<file path="src/logic/cfg_pkg.sv">
/*
  Shared widths, word types and record layout of the configuration loader.
  Word positions assume a fixed sequence of seq_len setup words per engine.
*/
package cfg_pkg;

    // ------------------------------------------------------------------
    // Widths and plain word types
    // ------------------------------------------------------------------
    localparam int data_w  = 32;
    localparam int index_w = 8;

    typedef logic [data_w-1:0]  cfg_word_t;
    typedef logic [index_w-1:0] word_index_t;

    // Buffer class carried by every memory response
    typedef enum logic [2:0] {
        class_none         = 3'd0,
        class_cu_setup     = 3'd1,
        class_engine_setup = 3'd2,
        class_data         = 3'd3,
        class_other        = 3'd4
    } buffer_class_e;

    typedef struct packed {
        buffer_class_e buffer_class;
        word_index_t   word_index;
        cfg_word_t     data;
    } setup_word_t;

    // ------------------------------------------------------------------
    // Assembled configuration record
    // ------------------------------------------------------------------
    typedef struct packed {
        logic                    increment;
        logic                    decrement;
        logic                    mode_sequence;
        logic                    mode_buffer;
        logic                    mode_counter;
        cfg_word_t               index_start;
        cfg_word_t               index_end;
        cfg_word_t               stride;
        logic [data_w-2:0]       granularity;
        logic                    direction;
        logic [2*data_w-1:0]     array_pointer;
        cfg_word_t               array_size;
    } engine_config_t;

    // Word positions inside one setup sequence
    localparam int seq_len         = 8;
    localparam int pos_flags       = 0;
    localparam int pos_index_start = 1;
    localparam int pos_index_end   = 2;
    localparam int pos_stride      = 3;
    localparam int pos_granularity = 4;
    localparam int pos_pointer_lo  = 5;
    localparam int pos_pointer_hi  = 6;
    localparam int pos_array_size  = 7;

endpackage

</file>
<file path="src/logic/setup_filter.sv">
/*
  Window base is engine_slot * seq_len and must fit in word_index_t.
  One cycle of latency from resp_valid to push, no back-pressure.
*/
`timescale 1ns/1ps

module setup_filter #(
    parameter int engine_slot = 0
) (
    input  logic                ap_clk,
    input  logic                rst,
    input  logic                resp_valid,
    input  cfg_pkg::setup_word_t resp_word,
    output logic                push,
    output cfg_pkg::setup_word_t push_word
);

    import cfg_pkg::*;

    // Window of word indexes owned by this engine
    localparam word_index_t win_base = word_index_t'(engine_slot * seq_len);
    localparam word_index_t win_last = word_index_t'(engine_slot * seq_len + seq_len - 1);

    logic        resp_valid_reg;
    setup_word_t resp_word_reg;
    logic        is_setup;
    logic        in_window;

    // ------------------------------------------------------------------
    // Input register
    // ------------------------------------------------------------------
    always_ff @(posedge ap_clk) begin
        if (rst) begin
            resp_valid_reg <= 1'b0;
        end else begin
            resp_valid_reg <= resp_valid;
        end
    end

    always_ff @(posedge ap_clk) begin
        resp_word_reg <= resp_word;
    end

    // ------------------------------------------------------------------
    // Class and window filter
    // ------------------------------------------------------------------
    always_comb begin
        is_setup  = (resp_word_reg.buffer_class == class_cu_setup) ||
                    (resp_word_reg.buffer_class == class_engine_setup);
        in_window = (resp_word_reg.word_index >= win_base) &&
                    (resp_word_reg.word_index <= win_last);
    end

    assign push      = resp_valid_reg & is_setup & in_window;
    assign push_word = resp_word_reg;

endmodule

</file>
<file path="src/logic/sync_fifo.sv">
/*
  fifo_depth must be a power of two, at least 2. Read data is valid one
  cycle after pop. A push while full is lost and latches overflow until reset.
*/
`timescale 1ns/1ps

module sync_fifo #(
    parameter int fifo_depth = 16
) (
    input  logic                 ap_clk,
    input  logic                 rst,
    input  logic                 push,
    input  cfg_pkg::setup_word_t push_word,
    input  logic                 pop,
    output logic                 pop_valid,
    output cfg_pkg::setup_word_t pop_word,
    output logic                 not_empty,
    output logic                 overflow
);

    import cfg_pkg::*;

    localparam int addr_w = $clog2(fifo_depth);

    typedef logic [addr_w-1:0] fifo_addr_t;
    typedef logic [addr_w:0]   fifo_count_t;

    localparam fifo_count_t full_count = fifo_count_t'(fifo_depth);

    setup_word_t mem [fifo_depth];
    fifo_addr_t  wr_ptr;
    fifo_addr_t  rd_ptr;
    fifo_count_t count;
    logic        full;
    logic        do_push;
    logic        do_pop;

    assign full      = (count == full_count);
    assign not_empty = (count != '0);
    assign do_push   = push & ~full;
    assign do_pop    = pop & not_empty;

    // ------------------------------------------------------------------
    // Pointers, occupancy and overflow
    // ------------------------------------------------------------------
    always_ff @(posedge ap_clk) begin
        if (rst) begin
            wr_ptr    <= '0;
            rd_ptr    <= '0;
            count     <= '0;
            pop_valid <= 1'b0;
            overflow  <= 1'b0;
        end else begin
            pop_valid <= do_pop;
            if (do_push) begin
                wr_ptr <= wr_ptr + 1'b1;
            end
            if (do_pop) begin
                rd_ptr <= rd_ptr + 1'b1;
            end
            // Net occupancy change
            if (do_push && !do_pop) begin
                count <= count + 1'b1;
            end else if (do_pop && !do_push) begin
                count <= count - 1'b1;
            end
            if (push && full) begin
                overflow <= 1'b1;
            end
        end
    end

    // ------------------------------------------------------------------
    // Storage and registered read port
    // ------------------------------------------------------------------
    always_ff @(posedge ap_clk) begin
        if (do_push) begin
            mem[wr_ptr] <= push_word;
        end
        if (do_pop) begin
            pop_word <= mem[rd_ptr];
        end
    end

endmodule

</file>
<file path="src/logic/config_assembler.sv">
/*
  A sequence starts only on the window base index; later words fill positions
  in arrival order whatever their index. config_out holds between records.
*/
`timescale 1ns/1ps

module config_assembler #(
    parameter int engine_slot = 0
) (
    input  logic                    ap_clk,
    input  logic                    rst,
    input  logic                    drain_en,
    input  logic                    not_empty,
    output logic                    pop,
    input  logic                    pop_valid,
    input  cfg_pkg::setup_word_t    pop_word,
    output logic                    config_valid,
    output cfg_pkg::engine_config_t config_out
);

    import cfg_pkg::*;

    typedef logic [$clog2(seq_len)-1:0] seq_pos_t;

    typedef enum logic [1:0] {
        st_idle,
        st_collect,
        st_emit
    } assembler_state_e;

    localparam word_index_t win_base = word_index_t'(engine_slot * seq_len);

    assembler_state_e state;
    seq_pos_t         pos_cnt;
    seq_pos_t         wr_pos;
    logic             start_hit;
    logic             wr_en;
    cfg_word_t        data;

    // Words landing in emit are judged like words in idle
    assign start_hit = pop_valid && (state != st_collect) &&
                       (pop_word.word_index == win_base);
    assign wr_en     = start_hit || (pop_valid && (state == st_collect));
    assign wr_pos    = (state == st_collect) ? pos_cnt : seq_pos_t'(pos_flags);
    assign data      = pop_word.data;

    assign pop          = not_empty & drain_en & (state != st_emit);
    assign config_valid = (state == st_emit);

    // ------------------------------------------------------------------
    // Sequence FSM
    // ------------------------------------------------------------------
    always_ff @(posedge ap_clk) begin
        if (rst) begin
            state   <= st_idle;
            pos_cnt <= '0;
        end else begin
            case (state)
                st_collect: begin
                    if (pop_valid) begin
                        if (pos_cnt == seq_pos_t'(pos_array_size)) begin
                            state <= st_emit;
                        end else begin
                            pos_cnt <= pos_cnt + 1'b1;
                        end
                    end
                end
                default: begin
                    // idle and emit
                    if (start_hit) begin
                        state   <= st_collect;
                        pos_cnt <= seq_pos_t'(pos_index_start);
                    end else begin
                        state <= st_idle;
                    end
                end
            endcase
        end
    end

    // ------------------------------------------------------------------
    // Positional field capture
    // ------------------------------------------------------------------
    always_ff @(posedge ap_clk) begin
        if (wr_en) begin
            case (wr_pos)
                pos_flags: begin
                    config_out.increment     <= data[0];
                    config_out.decrement     <= data[1];
                    config_out.mode_sequence <= data[2];
                    config_out.mode_buffer   <= data[3];
                    config_out.mode_counter  <= data[4];
                end
                pos_index_start: config_out.index_start <= data;
                pos_index_end:   config_out.index_end   <= data;
                pos_stride:      config_out.stride      <= data;
                pos_granularity: begin
                    config_out.granularity <= data[data_w-2:0];
                    config_out.direction   <= data[data_w-1];
                end
                pos_pointer_lo:  config_out.array_pointer[data_w-1:0]        <= data;
                pos_pointer_hi:  config_out.array_pointer[2*data_w-1:data_w] <= data;
                pos_array_size:  config_out.array_size  <= data;
                default: begin
                end
            endcase
        end
    end

endmodule

</file>
<file path="src/logic/engine_config_loader.sv">
/*
  Latency to config_valid depends on drain_en and FIFO occupancy.
  overflow stays high from the first lost push until reset.
*/
`timescale 1ns/1ps

module engine_config_loader #(
    parameter int engine_slot = 0,
    parameter int fifo_depth  = 16
) (
    input  logic                    ap_clk,
    input  logic                    rst,
    input  logic                    resp_valid,
    input  cfg_pkg::setup_word_t    resp_word,
    input  logic                    drain_en,
    output logic                    config_valid,
    output cfg_pkg::engine_config_t config_out,
    output logic                    overflow
);

    import cfg_pkg::*;

    // ------------------------------------------------------------------
    // Internal links
    // ------------------------------------------------------------------
    logic        push;
    setup_word_t push_word;
    logic        pop;
    logic        pop_valid;
    setup_word_t pop_word;
    logic        not_empty;

    // Producer
    setup_filter #(
        .engine_slot(engine_slot)
    ) i_setup_filter (
        .ap_clk    (ap_clk),
        .rst       (rst),
        .resp_valid(resp_valid),
        .resp_word (resp_word),
        .push      (push),
        .push_word (push_word)
    );

    // Response buffer
    sync_fifo #(
        .fifo_depth(fifo_depth)
    ) i_sync_fifo (
        .ap_clk   (ap_clk),
        .rst      (rst),
        .push     (push),
        .push_word(push_word),
        .pop      (pop),
        .pop_valid(pop_valid),
        .pop_word (pop_word),
        .not_empty(not_empty),
        .overflow (overflow)
    );

    // Consumer
    config_assembler #(
        .engine_slot(engine_slot)
    ) i_config_assembler (
        .ap_clk      (ap_clk),
        .rst         (rst),
        .drain_en    (drain_en),
        .not_empty   (not_empty),
        .pop         (pop),
        .pop_valid   (pop_valid),
        .pop_word    (pop_word),
        .config_valid(config_valid),
        .config_out  (config_out)
    );

endmodule

</file>
<file path="config.mk">
export PLATFORM = sky130hd
export DESIGN_NAME = engine_config_loader
export DESIGN_NICKNAME = d
export VERILOG_FILES = /design/src/logic/cfg_pkg.sv /design/src/logic/setup_filter.sv /design/src/logic/sync_fifo.sv /design/src/logic/config_assembler.sv /design/src/logic/engine_config_loader.sv
export SDC_FILE = /design/constraint.sdc
export NUM_CORES = 1
export LEC_CHECK = 0
export BUFFER_PORTS_ARGS = -buffer_cell sky130_fd_sc_hd__clkbuf_2
export CAP_MARGIN = 40
export CELL_PAD_IN_SITES_DETAIL_PLACEMENT = 1
export CELL_PAD_IN_SITES_GLOBAL_PLACEMENT = 1
export CORE_AREA = 5 5 275 277
export CTS_BUF_LIST = sky130_fd_sc_hd__clkbuf_8
export DETAILED_ROUTE_END_ITERATION = 7
export DIE_AREA = 0 0 280 282
export PLACE_DENSITY = 0.88
export SYNTH_ARGS = -nofsm -noshare
export SYNTH_HDL_FRONTEND = slang
export SYNTH_HIERARCHICAL = 1
export SYNTH_SLANG_ARGS = --single-unit
export TNS_END_PERCENT = 10
</file>
<file path="constraint.sdc">
create_clock -name ap_clk -period 4.7 [get_ports ap_clk]
set_input_delay 0.705 -clock ap_clk [delete_from_list [all_inputs] [get_ports ap_clk]]
set_output_delay 0.705 -clock ap_clk [all_outputs]
set_load 0.02 [all_outputs]
</file>
==> impl_results.md <==
* Status: completed
* FILL cells at between 6000 and 7000
* Port Buf Inserts at 277
* RR Endpoint: i_sync_fifo/count[4]$_SDFFE_PP0P_
* Final Max Slew Viols at 0
* Net Sw Power at ~0.0035 W
* DRT iter0 DRCs at roughly 2000
* Sequential fraction of design power at approximately 58%
* Ys Warns at 6
* Sw Share at a little over a fifth
* Vias at ~17000
* Maximum VDD drop at around 280 uV
* Die Footprint at ~80000 sq um
* Crit-path max cell delay at roughly 0.64 ns
* Hold_buf cts at 39
* Pin count of the biggest net entering global routing at 66
* Crit-path cells: nor4_1, and4_1, a21boi_1, ha_1, inv_1, ha_1, nand2b_1, a21oi_1, mux2i_1, mux2_2
* First-pass GRT wire length at 132 mm
* CTS resizes at 0
* Final worst path period share at between 80% and 90%
* Max H-tree Level at 4
* Comb pwr share at 0.4%
* Pre-antenna DRT Iters at 6
* Internal power at between 0.01 and 0.015 W
* Reg2reg path depth at 10
* Crit path launch type: flip-flop
* Proportion of power drawn by the clock network at roughly two fifths
* CP startpoint: i_setup_filter/push_word[37]$_DFF_P_
* Vias per Instance at roughly 5.8
* Max Freq at roughly 260 MHz
* Hold_sp: resp_word[35]
* Post-route ant nets at 0
* CTS tree: done
* DRC at 0
* # rows at 99
* Die height at about 280 microns
* RSZ-0062 raised after global routing: no
* Post-CTS Setup Bufs at 0
* Worst-Skew Late Latency at 0.82 ns
* Clk pin slew, worst setup/hold paths at 0.05 ns
* TritonCTS Buffers at 150
* Starting density of the core at between 40% and 50%
* Crit end category: flip-flop
* Placer Congestion at roughly 0.77
* Reg with most FFs: i_sync_fifo/mem
* Post-Syn Area at ~34000 sq um
* Share of layout cells above drive strength 1 at 34.8%
* Hold WS at between 0.06 and 0.07 ns
* Bufs on Longest Clock Path at 3
* Reg2reg start: i_setup_filter/push_word[37]$_DFF_P_
* Slowest-stage cell, CP: a21boi_1
* WP data arrival at 4.45 ns
* Power density cells at between 400 and 500 nW/um^2
* R2r setup slk at 0.92 ns
* Placed insts at between 2000 and 3000
* Drt total wl at about 90 mm
* Setup crit end: i_sync_fifo/count[4]$_SDFFE_PP0P_
* Worst path required time at ~5.4 ns
* Vias in the first global route at about 19000
* Worst slew pin tran at between 0.8 and 0.9 ns
* Rel. slew slack at 42.6%
* Post-Synthesis Cells at between 1000 and 1500
* HP Class: primary input to flip-flop
* P&R area growth vs syn at 18.2%
* Family with the most delay on the worst path: compound AO/OA/AOI/OAI gates
* Core ar. at 72600 sq um
* Net Count, Synth at around 1500
* Initial antenna violation count at 2
* Crit path buffers/inverters at 1
* IO Count at between 200 and 300
* Most frequent cell on the critical path: ha_1
* Crit path max fanout at 17
* CTS Root Cell: clkbuf_8
* GRT overflow at 0
* Critical Path Stages at 10
* Total of max-cap violations at 0
* Post-Layout Cell Count at 2988
* Final setup viols at 0
* Clk_skew at around 0.036 ns
* Syn_area_per_cell at 23.3 sq um
* Worst Setup Path Type: flip-flop to flip-flop
* Die extent in x at around 280 microns
* Largest register FFs at 640
* CTS Sinks at slightly below 1000
* Fin nets at slightly below 2000
* Total GRT Usage at 22.9%
* Leakage at about 13 nW
* DR WL/cell at between 30 and 40 microns
* Post-detail-place hpwl at between 50 and 60 mm
* Endpoints failing hold at 0
* Final min period at about 3.8 ns
how the worst min path moves through the flow:
stage	slack, ns	depth (start not counted)	end
4_1_cts	0.01	1	i_setup_filter/push_word[35]$_DFF_P_
6_report	0.07	1	i_setup_filter/push_word[35]$_DFF_P_
5_1_grt	0.02	1	i_setup_filter/push_word[13]$_DFF_P_
2_1_floorplan	0.51	0	i_config_assembler/config_out[102]$_DFFE_PP_
3_5_place_dp	0.53	2	i_sync_fifo/overflow$_SDFFE_PP0P_
3_3_place_gp	0.50	2	i_sync_fifo/overflow$_SDFFE_PP0P_
layout by cell type, fill, tap and decap left out, types with 19 or more instances in the layout:
| cell | instances |
|---|---|
| inv_1 | 48 |
| clkinv_1 | 36 |
| nor2_1 | 26 |
| mux4_2 | 160 |
| edfxtp_1 | 909 |
| nand2_1 | 50 |
| dfxtp_1 | 62 |
| buf_4 | 21 |
| a22oi_1 | 80 |
| dlygate4sd3_1 | 39 |
| nor2_4 | 19 |
| clkbuf_8 | 159 |
| clkbuf_2 | 277 |
metal layers:
layer  global-route usage, %  vias to the layer above  wire (microns)
li1                        -                     7000               -
met1                    28.8                     8949           33100
met2                    39.0                     1082           47100
met3                    5.73                      178            7460
met4                    8.33                        0            2720
met5                       0                        -               0
worst reg2reg max path, stage by stage (launching register included):
cell      delay (ns)
dfxtp_1         0.51
nor4_1          0.37
and4_1          0.35
a21boi_1        0.64
ha_1            0.33
inv_1           0.13
ha_1            0.38
nand2b_1        0.09
a21oi_1         0.19
mux2i_1         0.30
mux2_2          0.37
metrics by stage:
stage	setup slack, ns	cell area (sq um)	TNS [ns]	util, %	power, W
2_1_floorplan	-0.0227	34200	-1.82	-	0.00968
3_3_place_gp	1.25	37000	0	51.0	0.00973
3_5_place_dp	1.03	37200	0	51.2	0.00975
4_1_cts	0.955	40400	0	55.7	0.0167
5_1_grt	0.752	40400	0	55.7	0.0172
6_report	0.921	40400	0	55.7	0.0165
layout make-up:
| class | instances | area, sq um | area share [%] |
|---|---|---|---|
| antenna | 1 | 2.50 | 0.00619 |
| clock buffer | 159 | 2190 | 5.41 |
| clock inverter | 114 | 691 | 1.71 |
| inverter | 7 | 26.3 | 0.0650 |
| multi-input combinational | 420 | 5450 | 13.5 |
| sequential | 973 | 28600 | 70.7 |
| tap | 959 | 1200 | 2.97 |
| timing repair buffer | 355 | 2300 | 5.68 |
power by group through the flow:
stage | Sequential, W | Clock [W] | Combinational [W]
finish | 0.00953 | 0.00692 | 0.0000649
global route | 0.00953 | 0.00758 | 0.0000698
CTS | 0.00953 | 0.00707 | 0.0000660
detailed placement | 0.00971 | 0 | 0.0000380
global placement | 0.00970 | 0 | 0.0000376
floorplan | 0.00967 | 0 | 0.00000895
Note: power is estimated with default switching activity, not from simulation.
